File: src/logic/pic_pkg.sv
package pic_pkg;

   //////////////////////////////////////////////////
   // Sizes
   //////////////////////////////////////////////////
   localparam int NUM_SRC   = 32;   // Slot 0 is reserved
   localparam int IDX_BITS  = 5;
   localparam int ID_BITS   = 8;
   localparam int PRIO_BITS = 4;
   localparam int PRIO_MAX  = 15;

   //////////////////////////////////////////////////
   // Register map
   //////////////////////////////////////////////////
   localparam logic [31:0] PIC_BASE_ADDR = 32'hF00C_0000;
   localparam logic [31:0] PRIO_OFS      = 32'h0000_0000;
   localparam logic [31:0] PEND_OFS      = 32'h0000_1000;
   localparam logic [31:0] ENABLE_OFS    = 32'h0000_2000;
   localparam logic [31:0] CONFIG_OFS    = 32'h0000_3000;
   localparam logic [31:0] GW_CFG_OFS    = 32'h0000_4000;
   localparam logic [31:0] GW_CLR_OFS    = 32'h0000_5000;

   typedef enum logic [2:0] {
      REG_NONE,
      REG_PRIO,
      REG_PEND,
      REG_ENABLE,
      REG_CONFIG,
      REG_GW_CFG,
      REG_GW_CLR
   } pic_reg_kind_e;

   // One decoded register access
   typedef struct packed {
      pic_reg_kind_e       kind;
      logic [IDX_BITS-1:0] idx;    // Address bits 6:2
      logic [31:0]         data;
   } pic_reg_cmd_t;

   typedef struct packed {
      logic [PRIO_BITS-1:0] prio;
      logic                 enable;
      logic                 gw_type;       // Edge when set
      logic                 gw_polarity;   // Active low when set
   } pic_src_rd_t;

   typedef struct packed {
      logic [ID_BITS-1:0]   id;
      logic [PRIO_BITS-1:0] prio;   // Ordered priority, 0 when idle
   } pic_cand_t;

endpackage

File: src/logic/pic_gateway.sv
`timescale 1ns/1ps

module pic_gateway (
   input  logic clk,
   input  logic rst,
   input  logic req,
   input  logic polarity,
   input  logic edge_mode,
   input  logic clear,
   output logic pending
);

   logic [1:0] sync_q;    // Two-flop synchronizer
   logic       req_pol;
   logic       sticky_q;

   always_ff @(posedge clk) begin
      if (rst)
         sync_q <= '0;
      else
         sync_q <= {sync_q[0], req};
   end

   assign req_pol = sync_q[1] ^ polarity;

   // Edge capture holds until software clears it
   always_ff @(posedge clk) begin
      if (rst)
         sticky_q <= 1'b0;
      else
         sticky_q <= edge_mode && (req_pol || (sticky_q && !clear));
   end

   assign pending = edge_mode ? (req_pol | sticky_q) : req_pol;

   a_clear_wins: assert property (@(posedge clk) disable iff (rst)
      (clear && !req_pol) |=> !sticky_q)
      else $error("Gateway clear did not drop the captured request");

endmodule

File: src/logic/pic_reg_access.sv
`timescale 1ns/1ps

module pic_reg_access (
   input  logic                              clk,
   input  logic                              rst,
   input  logic [31:0]                       picm_rdaddr,
   input  logic [31:0]                       picm_wraddr,
   input  logic [31:0]                       picm_wr_data,
   input  logic                              picm_wren,
   input  logic                              picm_rden,
   input  pic_pkg::pic_src_rd_t              src_rd,
   input  logic [pic_pkg::NUM_SRC-1:0]       pending,
   output pic_pkg::pic_reg_cmd_t             wr_cmd,
   output pic_pkg::pic_reg_cmd_t             rd_cmd,
   output logic                              intpriord,
   output logic [31:0]                       picm_rd_data
);

   logic        picm_wren_ff;
   logic        picm_rden_ff;
   logic [31:0] picm_raddr_ff;
   logic [31:0] picm_waddr_ff;
   logic [31:0] picm_wr_data_ff;
   logic [31:0] rd_data_in;
   logic        bypass;

   // Region match on everything above the word index
   function automatic logic region_hit(input logic [31:0] addr, input logic [31:0] ofs);
      logic [31:0] base;
      base = pic_pkg::PIC_BASE_ADDR + ofs;
      return addr[31:7] == base[31:7];
   endfunction

   function automatic pic_pkg::pic_reg_kind_e decode(input logic [31:0] addr);
      pic_pkg::pic_reg_kind_e kind;
      kind = pic_pkg::REG_NONE;
      if (region_hit(addr, pic_pkg::PRIO_OFS))
         kind = pic_pkg::REG_PRIO;
      else if (region_hit(addr, pic_pkg::ENABLE_OFS))
         kind = pic_pkg::REG_ENABLE;
      else if (region_hit(addr, pic_pkg::GW_CFG_OFS))
         kind = pic_pkg::REG_GW_CFG;
      else if (region_hit(addr, pic_pkg::GW_CLR_OFS))
         kind = pic_pkg::REG_GW_CLR;
      else if (addr == pic_pkg::PIC_BASE_ADDR + pic_pkg::PEND_OFS)
         kind = pic_pkg::REG_PEND;     // Single pending word
      else if (addr == pic_pkg::PIC_BASE_ADDR + pic_pkg::CONFIG_OFS)
         kind = pic_pkg::REG_CONFIG;
      return kind;
   endfunction

   //////////////////////////////////////////////////
   // Bus input flops
   //////////////////////////////////////////////////
   always_ff @(posedge clk) begin
      if (rst) begin
         picm_wren_ff <= 1'b0;
         picm_rden_ff <= 1'b0;
      end else begin
         picm_wren_ff <= picm_wren;
         picm_rden_ff <= picm_rden;
      end
   end

   always_ff @(posedge clk) begin
      picm_raddr_ff   <= picm_rdaddr;
      picm_waddr_ff   <= picm_wraddr;
      picm_wr_data_ff <= picm_wr_data;
   end

   assign wr_cmd.kind = picm_wren_ff ? decode(picm_waddr_ff) : pic_pkg::REG_NONE;
   assign wr_cmd.idx  = picm_waddr_ff[6:2];
   assign wr_cmd.data = picm_wr_data_ff;

   assign rd_cmd.kind = picm_rden_ff ? decode(picm_raddr_ff) : pic_pkg::REG_NONE;
   assign rd_cmd.idx  = picm_raddr_ff[6:2];
   assign rd_cmd.data = '0;                  // Reads carry no data

   // Priority order bit, 1 lets lower values win
   always_ff @(posedge clk) begin
      if (rst)
         intpriord <= 1'b0;
      else if (wr_cmd.kind == pic_pkg::REG_CONFIG)
         intpriord <= wr_cmd.data[0];
   end

   //////////////////////////////////////////////////
   // Read data
   //////////////////////////////////////////////////
   always_comb begin
      case (rd_cmd.kind)
         pic_pkg::REG_PRIO:   rd_data_in = {{(32-pic_pkg::PRIO_BITS){1'b0}}, src_rd.prio};
         pic_pkg::REG_ENABLE: rd_data_in = {31'b0, src_rd.enable};
         pic_pkg::REG_GW_CFG: rd_data_in = {30'b0, src_rd.gw_type, src_rd.gw_polarity};
         pic_pkg::REG_PEND:   rd_data_in = pending;
         pic_pkg::REG_CONFIG: rd_data_in = {31'b0, intpriord};
         default:             rd_data_in = '0;   // Gateway clear is write only
      endcase
   end

   // Same-address read and write in one cycle returns the write data
   assign bypass       = picm_rden_ff && picm_wren_ff && (picm_raddr_ff == picm_waddr_ff);
   assign picm_rd_data = bypass ? picm_wr_data_ff : rd_data_in;

   a_rd_mapped: assert property (@(posedge clk) disable iff (rst)
      (picm_rden && decode(picm_rdaddr) != pic_pkg::REG_NONE)
         |=> rd_cmd.kind != pic_pkg::REG_NONE)
      else $error("Mapped read lost its command");

   // Slot 0 state lives in the bank and must stay zero
   a_idx0_zero: assert property (@(posedge clk) disable iff (rst)
      (rd_cmd.idx == '0 && (rd_cmd.kind == pic_pkg::REG_PRIO ||
                            rd_cmd.kind == pic_pkg::REG_ENABLE ||
                            rd_cmd.kind == pic_pkg::REG_GW_CFG))
         |-> src_rd == '0)
      else $error("Source 0 holds state");

endmodule

File: src/logic/pic_source_bank.sv
`timescale 1ns/1ps

module pic_source_bank (
   input  logic                                      clk,
   input  logic                                      rst,
   input  logic                                      intpriord,
   input  logic [pic_pkg::NUM_SRC-1:0]               extintsrc_req,
   input  pic_pkg::pic_reg_cmd_t                     wr_cmd,
   input  pic_pkg::pic_reg_cmd_t                     rd_cmd,
   output pic_pkg::pic_src_rd_t                      src_rd,
   output logic [pic_pkg::NUM_SRC-1:0]               pending,
   output pic_pkg::pic_cand_t [pic_pkg::NUM_SRC-1:0] cand
);

   pic_pkg::pic_src_rd_t [pic_pkg::NUM_SRC-1:0] src_all;   // Read-back of every slot

   // Slot 0 is reserved and never interrupts
   assign src_all[0] = '0;
   assign pending[0] = 1'b0;
   assign cand[0]    = '0;

   //////////////////////////////////////////////////
   // Per-source registers and gateways
   //////////////////////////////////////////////////
   for (genvar i = 1; i < pic_pkg::NUM_SRC; i++) begin : g_src
      logic [pic_pkg::PRIO_BITS-1:0] prio_q;
      logic [pic_pkg::PRIO_BITS-1:0] prio_ord;
      logic                          en_q;
      logic [1:0]                    gw_cfg_q;   // {edge, polarity}
      logic                          hit;
      logic                          gw_clr;

      assign hit    = (wr_cmd.idx == pic_pkg::IDX_BITS'(i));
      assign gw_clr = hit && (wr_cmd.kind == pic_pkg::REG_GW_CLR);   // One-cycle pulse

      always_ff @(posedge clk) begin
         if (rst) begin
            prio_q   <= '0;
            en_q     <= 1'b0;
            gw_cfg_q <= '0;
         end else if (hit) begin
            case (wr_cmd.kind)
               pic_pkg::REG_PRIO:   prio_q   <= wr_cmd.data[pic_pkg::PRIO_BITS-1:0];
               pic_pkg::REG_ENABLE: en_q     <= wr_cmd.data[0];
               pic_pkg::REG_GW_CFG: gw_cfg_q <= wr_cmd.data[1:0];
               default: ;
            endcase
         end
      end

      pic_gateway u_gw (
         .clk       (clk),
         .rst       (rst),
         .req       (extintsrc_req[i]),
         .polarity  (gw_cfg_q[0]),
         .edge_mode (gw_cfg_q[1]),
         .clear     (gw_clr),
         .pending   (pending[i])
      );

      // Reversed order flips the stored value so the tree always picks the max
      assign prio_ord = intpriord ? ~prio_q : prio_q;

      assign cand[i].id   = pic_pkg::ID_BITS'(i);
      assign cand[i].prio = (pending[i] && en_q) ? prio_ord : '0;

      assign src_all[i].prio        = prio_q;
      assign src_all[i].enable      = en_q;
      assign src_all[i].gw_type     = gw_cfg_q[1];
      assign src_all[i].gw_polarity = gw_cfg_q[0];
   end

   assign src_rd = src_all[rd_cmd.idx];

endmodule

File: src/logic/pic_priority_tree.sv
`timescale 1ns/1ps

module pic_priority_tree (
   input  pic_pkg::pic_cand_t [pic_pkg::NUM_SRC-1:0] cand,
   output pic_pkg::pic_cand_t                        winner
);

   // Heap layout, node k has children 2k and 2k+1, leaves at 32..63
   pic_pkg::pic_cand_t node [1:2*pic_pkg::NUM_SRC-1];

   for (genvar i = 0; i < pic_pkg::NUM_SRC; i++) begin : g_leaf
      assign node[pic_pkg::NUM_SRC+i] = cand[i];
   end

   //////////////////////////////////////////////////
   // Compare and select, root level first
   //////////////////////////////////////////////////
   for (genvar l = 0; l < 5; l++) begin : g_level
      for (genvar n = 0; n < (1 << l); n++) begin : g_node
         localparam int K = (1 << l) + n;

         // Left child covers the lower ids and keeps ties
         assign node[K] = (node[2*K+1].prio > node[2*K].prio) ? node[2*K+1] : node[2*K];
      end
   end

   assign winner = node[1];

endmodule

File: src/logic/pic_claim.sv
`timescale 1ns/1ps

module pic_claim (
   input  logic                          clk,
   input  logic                          rst,
   input  logic                          intpriord,
   input  pic_pkg::pic_cand_t            winner,
   input  logic [pic_pkg::PRIO_BITS-1:0] meicurpl,
   input  logic [pic_pkg::PRIO_BITS-1:0] meipt,
   output logic [pic_pkg::ID_BITS-1:0]   claimid,
   output logic [pic_pkg::PRIO_BITS-1:0] pl,
   output logic                          mexintpend,
   output logic                          mhwakeup
);

   logic [pic_pkg::PRIO_BITS-1:0] meipt_ord;
   logic [pic_pkg::PRIO_BITS-1:0] meicurpl_ord;
   logic [pic_pkg::PRIO_BITS-1:0] pl_in;
   logic [pic_pkg::PRIO_BITS-1:0] max_pl;
   logic                          mexintpend_in;
   logic                          mhwakeup_in;

   // Thresholds go through the same ordering as the sources
   assign meipt_ord    = intpriord ? ~meipt : meipt;
   assign meicurpl_ord = intpriord ? ~meicurpl : meicurpl;

   assign mexintpend_in = (winner.prio > meipt_ord) && (winner.prio > meicurpl_ord);

   assign pl_in       = intpriord ? ~winner.prio : winner.prio;   // Back to stored value
   assign max_pl      = intpriord ? '0 : pic_pkg::PRIO_BITS'(pic_pkg::PRIO_MAX);
   assign mhwakeup_in = (pl_in == max_pl);

   always_ff @(posedge clk) begin
      if (rst) begin
         claimid    <= '0;
         pl         <= '0;
         mexintpend <= 1'b0;
         mhwakeup   <= 1'b0;
      end else begin
         claimid    <= winner.id;
         pl         <= pl_in;
         mexintpend <= mexintpend_in;
         mhwakeup   <= mhwakeup_in;
      end
   end

   a_claim_valid: assert property (@(posedge clk) disable iff (rst)
      mexintpend |-> claimid != '0)
      else $error("Interrupt raised for reserved id 0");

endmodule

File: src/logic/pic_ctrl.sv
`timescale 1ns/1ps

module pic_ctrl (
   input  logic                              clk,
   input  logic                              rst,
   input  logic [pic_pkg::NUM_SRC-1:0]       extintsrc_req,   // Bit 0 unused
   input  logic [31:0]                       picm_rdaddr,
   input  logic [31:0]                       picm_wraddr,
   input  logic [31:0]                       picm_wr_data,
   input  logic                              picm_wren,
   input  logic                              picm_rden,
   input  logic [pic_pkg::PRIO_BITS-1:0]     meicurpl,        // Current level
   input  logic [pic_pkg::PRIO_BITS-1:0]     meipt,           // Threshold
   output logic                              mexintpend,
   output logic [pic_pkg::ID_BITS-1:0]       claimid,
   output logic [pic_pkg::PRIO_BITS-1:0]     pl,
   output logic [31:0]                       picm_rd_data,
   output logic                              mhwakeup
);

   pic_pkg::pic_reg_cmd_t                      wr_cmd;
   pic_pkg::pic_reg_cmd_t                      rd_cmd;
   pic_pkg::pic_src_rd_t                       src_rd;
   pic_pkg::pic_cand_t [pic_pkg::NUM_SRC-1:0]  cand;
   pic_pkg::pic_cand_t                         winner;
   logic [pic_pkg::NUM_SRC-1:0]                pending;
   logic                                       intpriord;

   pic_reg_access u_reg_access (
      .clk          (clk),
      .rst          (rst),
      .picm_rdaddr  (picm_rdaddr),
      .picm_wraddr  (picm_wraddr),
      .picm_wr_data (picm_wr_data),
      .picm_wren    (picm_wren),
      .picm_rden    (picm_rden),
      .src_rd       (src_rd),
      .pending      (pending),
      .wr_cmd       (wr_cmd),
      .rd_cmd       (rd_cmd),
      .intpriord    (intpriord),
      .picm_rd_data (picm_rd_data)
   );

   pic_source_bank u_source_bank (
      .clk           (clk),
      .rst           (rst),
      .intpriord     (intpriord),
      .extintsrc_req (extintsrc_req),
      .wr_cmd        (wr_cmd),
      .rd_cmd        (rd_cmd),
      .src_rd        (src_rd),
      .pending       (pending),
      .cand          (cand)
   );

   pic_priority_tree u_priority_tree (
      .cand   (cand),
      .winner (winner)
   );

   pic_claim u_claim (
      .clk        (clk),
      .rst        (rst),
      .intpriord  (intpriord),
      .winner     (winner),
      .meicurpl   (meicurpl),
      .meipt      (meipt),
      .claimid    (claimid),
      .pl         (pl),
      .mexintpend (mexintpend),
      .mhwakeup   (mhwakeup)
   );

endmodule

File: config.mk
export PLATFORM = sky130hd
export DESIGN_NAME = pic_ctrl
export DESIGN_NICKNAME = d
export VERILOG_FILES = /design/src/logic/pic_pkg.sv /design/src/logic/pic_gateway.sv /design/src/logic/pic_reg_access.sv /design/src/logic/pic_source_bank.sv /design/src/logic/pic_priority_tree.sv /design/src/logic/pic_claim.sv /design/src/logic/pic_ctrl.sv
export SDC_FILE = /design/constraint.sdc
export NUM_CORES = 1
export LEC_CHECK = 0
export ABC_AREA = 1
export ABC_CLOCK_PERIOD_IN_PS = 11310
export BUFFER_PORTS_ARGS = -buffer_cell sky130_fd_sc_hd__buf_4
export CORE_MARGIN = 5
export CORE_UTILIZATION = 45
export DETAILED_ROUTE_END_ITERATION = 16
export HOLD_SLACK_MARGIN = 0.05
export SLEW_MARGIN = 40
export SYNTH_ARGS = -nofsm -noshare
export SYNTH_HDL_FRONTEND = slang
export SYNTH_HIERARCHICAL = 1
export SYNTH_SLANG_ARGS = --single-unit
export TNS_END_PERCENT = 10
File: constraint.sdc
create_clock -name clk -period 11.31 [get_ports clk]
set_input_delay 2.262 -clock clk [delete_from_list [all_inputs] [get_ports clk]]
set_output_delay 2.262 -clock clk [all_outputs]
set_load 0.02 [all_outputs]
Word level (Yosys, flattened, before mapping)

Cells that the tools add are included.

Logic and storage cells: 778
Flip-flop bits (word level): 423
Input port bits: 140
Output and inout port bits: 46

Magnitude comparators: 34
Equal/unequal tests: 55
Bitwise gates (word level): 96
Muxes and demuxes: 146
Reduce and logical (&&, ||, !) cells: 282

Operators with widths:

| kind                   | number |
|---|---|
| $mux W4                | 66 |
| $eq A25 B25 Y1 const B | 8 |
| $reduce_and A2 Y1      | 93 |
| $pmux W32 S5           | 1 |
| $not A4 Y4             | 34 |
| $eq A32 B32 Y1 const B | 4 |
| $gt A4 B4 Y1           | 32 |
| $logic_and A1 B1 Y1    | 127 |
| $eq A5 B5 Y1 const B   | 16 |
| $mux W5                | 16 |
| $mux W6                | 8 |
| $mux W3                | 14 |
| $eq A5 B4 Y1 const B   | 8 |
| $bmux W7 S5            | 1 |
| $mux W7                | 5 |
| $eq A32 B32 Y1         | 1 |
| $mux W32               | 1 |
| $logic_not A1 Y1       | 31 |
| $logic_or A1 B1 Y1     | 31 |
| $mux W1                | 31 |
| $or A1 B1 Y1           | 31 |
| $xor A1 B1 Y1          | 31 |
| $eq A5 B3 Y1 const B   | 4 |
| $mux W8                | 2 |
| 9 further kinds        | 17 |

Logic depth before layout (Yosys ltp)

Depth in word-level cells: 18
Depth in mapped cells: 62
Gate-level depth less buffers: 59

Cells and area by module

The synthesis kept the hierarchy.

By module, submodules not included:

| module            | times used | sequential area each (um^2) | cells an instance | area each (um^2) |
|---|---|---|---|---|
| pic_source_bank   | 1          | 4344.2                      | 2242              | 14371.3 |
| pic_priority_tree | 1          | 0.0                         | 1322              | 7139.3 |
| pic_reg_access    | 1          | 1981.9                      | 544               | 4175.3 |
| pic_gateway       | 31         | 60.1                        | 19                | 127.6 |
| pic_claim         | 1          | 280.3                       | 80                | 684.4 |

Worst setup path after synthesis

Ideal clock, no wire load.

Path kind: reg2reg
From: reg u_reg_access.intpriord
To: reg u_claim.mexintpend
Arrival: 8.004 ns
Cell stages (with the launch flop): 51
Path buffers: 8
Period minus slack after synthesis: 8.122 ns
Library setup time: 0.117 ns
Setup slack: 3.188 ns
Data required time: 11.193 ns
Path through: dfxtp_1 > clkbuf_1 > buf_2 > buf_2 > xnor2_1 > nor2_1 > inv_1 > ha_1 > a21oi_1 > o21ai_1 > o21ai_1 > clkbuf_1 > a21oi_1 > ha_1 > nand2_1 > nor2_1 > nand4_1 > nand2_2 > [... 15 more ...] > o21ai_0 > a32oi_1 > clkbuf_1 > nand2_1 > and2_1 > ha_1 > nand2_1 > inv_1 > o21ai_0 > a32oi_1 > inv_1 > clkbuf_1 > nand3_1 > nand2_1 > ha_1 > a21oi_1 > a21boi_0 > nor2_1

RTL lines:

| item                   | RTL line             | source |
|---|---|---|
| from (decl)            | pic_reg_access.sv:15 | `output logic intpriord,` |
| from (signal assigned) | pic_reg_access.sv:84 | `intpriord <= wr_cmd.data[0];` |
| to (signal assigned)   | pic_claim.sv:42      | `mexintpend <= mexintpend_in;` |
| to (decl)              | pic_claim.sv:12      | `output logic mexintpend,` |

==> results.json <==
{
  "outcome": "complete, no violations",
  "port_buffers": 184,
  "cts-htree-levels": 2,
  "grt_antenna_before_repair": 0,
  "grt_pass1_wl_mm": 128,
  "intPower_mw": 2.63,
  "worstMarginPinSlew_ns": 0.856,
  "antenna_cells": 0,
  "die_area_sq_um": 72100,
  "cpMostUsedCell": "nand2_1",
  "syn_area_sq_um": 30100,
  "sequentialPowerShare_pct": 44.0,
  "drv_slew": 0,
  "power_leakage_nw": 14.3,
  "drc": 0,
  "syn-mean-instance-area_sq_um": 6.34,
  "hold_class": "flip-flop to flip-flop",
  "grt_setup_unrepaired": "false",
  "reg2reg_slack_ns": 2.20,
  "final.setup.tns_ns": 0,
  "period_needed_ns": 9.11,
  "grt_remaining_overflow": 0,
  "cts.sinks": 423,
  "syn_to_final_growth_pct": 8.94,
  "grt_start_max_net_pins": 129,
  "grt_pass1_vias": 24700,
  "max_freq_mhz": 110,
  "finalHoldViolations": 0,
  "maxCapViolCount": 0,
  "post_drt_via_cell_ratio": 4.75,
  "final.setup_skew_ns": 0.0567,
  "yosysWarnings": 6,
  "die_h_microns": 269,
  "drt_iter0_markers": 1956,
  "clk_pin_slew_ns": 0.06,
  "cp_slowest_cell": "dfxtp_4",
  "p_clk_share_pct": 46.2,
  "wirelength_mm": 79.7,
  "slew_headroom_pct": 42.7,
  "gp_congestion": 0.867,
  "power_density_nw_per_um2": 108,
  "clk_latency_ns": 0.61,
  "layout-drive-gt1-share_pct": 9.75,
  "fp.dieW_microns": 269,
  "critPathRequiredTime_ns": 11.77,
  "cts_setup_buffers": 0,
  "setup_slack_ns": 2.20,
  "dp_hpwl_mm": 58.2,
  "p_sw_mw": 0.917,
  "setup.worst_path.class": "flip-flop to flip-flop",
  "post-route-period-util_pct": 80.5,
  "endpoint_kind": "flip-flop",
  "initial_core_util_pct": 45.6,
  "cts_tree": "built",
  "routedWlPerCell_microns": 13.9,
  "cp-start-kind": "flip-flop",
  "power_frac_comb_pct": 9.9,
  "num_rows": 94,
  "io-pin-count": 186,
  "core_region_area_sq_um": 66000,
  "critPathMaxFanout": 37,
  "syn_inst": 4744,
  "ctsHoldBuffers": 0,
  "vias": 27100,
  "ant_nets": 0,
  "setup_violations": 0,
  "max_stage_delay_ns": 0.50,
  "drt_pass1_iterations": 5,
  "grt.total_usage_pct": 21.4,
  "irDropWorstVdd_v": 0.000111,
  "ctsResizeCount": 0,
  "root_buffer": "clkbuf_16",
  "nets": 5070,
  "numCtsBuffers": 47,
  "place_worst_setup_slack_ns": 1.85,
  "sw_frac_of_total_pct": 25.9,
  "crit_arrival_ns": 9.57,
  "fillers": 6924,
  "cts_buffer_depth": 3
}
==> sequential cells by signal, summed over array words and instances, names as in the netlist, 4 cells and up <==
signal	flops
u_claim/claimid	8
u_claim/pl	4
u_reg_access/picm_raddr_ff	32
u_reg_access/picm_waddr_ff	32
u_reg_access/picm_wr_data_ff	32
u_source_bank/g_src.en_q	31
u_source_bank/g_src.gw_cfg_q	62
u_source_bank/g_src.prio_q	124
u_source_bank/g_src.u_gw/sticky_q	31
u_source_bank/g_src.u_gw/sync_q	62
==> routing by layer <==
layer / up-vias / part of all wire, % / wire, microns / track usage [%]
met2: 663 / 44 / 34700 / 34.6
met5: - / 0 / 0 / 0
met1: 11800 / 48 / 38500 / 30.5
li1: 14500 / - / - / -
met4: 0 / 2.6 / 2110 / 5.85
met3: 117 / 5.4 / 4310 / 2.37
==> path summary, 6_finish.rpt <==
| path | startpoint | endpoint | depth (start not counted) |
|---|---|---|---|
| max | u_reg_access/intpriord | u_claim/mexintpend | 46 |
| min | u_source_bank/g_src[11].u_gw/sync_q[0] | u_source_bank/g_src[11].u_gw/sync_q[1] | 2 |
| max reg2reg | u_reg_access/intpriord | u_claim/mexintpend | 46 |
| min reg2reg | u_source_bank/g_src[11].u_gw/sync_q[0] | u_source_bank/g_src[11].u_gw/sync_q[1] | 2 |
==> power groups by stage <==
stage	clock network [mW]	registers, mW	logic (mW)
after global routing	1.74	1.56	0.396
after floorplan	0	1.58	0.287
after global placement	0	1.60	0.336
after CTS	1.67	1.56	0.348
final	1.64	1.56	0.349
after detailed placement	0	1.59	0.347
==> cell type report <==
class                           count  area [sq um]  share of cell area, %
Sequential cell                   423          8490                   25.9
Inverter                          634          2380                   7.27
Clock inverter                     17           272                  0.828
Clock buffer                       70          1420                   4.34
Tap cell                          864          1080                   3.30
Timing Repair Buffer              217          1760                   5.36
Multi-Input combinational cell   3492         17400                   53.0
==> placed cells by master (no fill, tap or decap), types with 8 or more instances in the layout <==
cell type / count
nor3_1: 13
nand2_1: 1321
ha_1: 115
a31oi_1: 8
o21a_1: 9
a211oi_1: 41
o21ai_0: 148
clkinv_2: 8
inv_2: 21
nand4_1: 20
o31ai_1: 8
clkbuf_16: 48
conb_1: 261
clkbuf_1: 8
o21ai_1: 25
a21oi_1: 272
buf_4: 204
inv_1: 608
clkbuf_8: 14
nand2_2: 59
xnor2_1: 139
nor2_2: 33
mux2_2: 8
dfxtp_1: 416
xor2_1: 12
nor4_1: 10
nand3_1: 369
a21oi_2: 32
nor2_1: 443
o211ai_1: 58
mux2i_1: 40
==> critical path: cells and delay by family, from the launching register on <==
family / cells / cell delay [ns]
AND/OR/NAND/NOR: 19 / 2.87
XOR/XNOR: 1 / 0.09
flip-flops: 1 / 0.50
buffers and inverters: 9 / 1.78
adder cells (fa/ha/maj): 6 / 1.81
AO/OA/AOI/OAI: 11 / 1.88
==> through the flow <==
| step | instance area [sq um] | hold WS (ns) | total power [mW] | utilization, % | cells |
|---|---|---|---|---|---|
| 2_1_floorplan | 31100 | 0.388 | 1.87 | - | 5003 |
| 3_3_place_gp | 30900 | 0.390 | 1.93 | 46.9 | 5623 |
| 3_5_place_dp | 31000 | 0.392 | 1.94 | 47.0 | 5628 |
| 4_1_cts | 32700 | 0.399 | 3.58 | 49.6 | 5715 |
| 5_1_grt | 32800 | 0.406 | 3.70 | 49.7 | 5717 |
| 6_report | 32800 | 0.398 | 3.54 | 49.7 | 5717 |
Note: power is estimated with default switching activity, not from simulation.
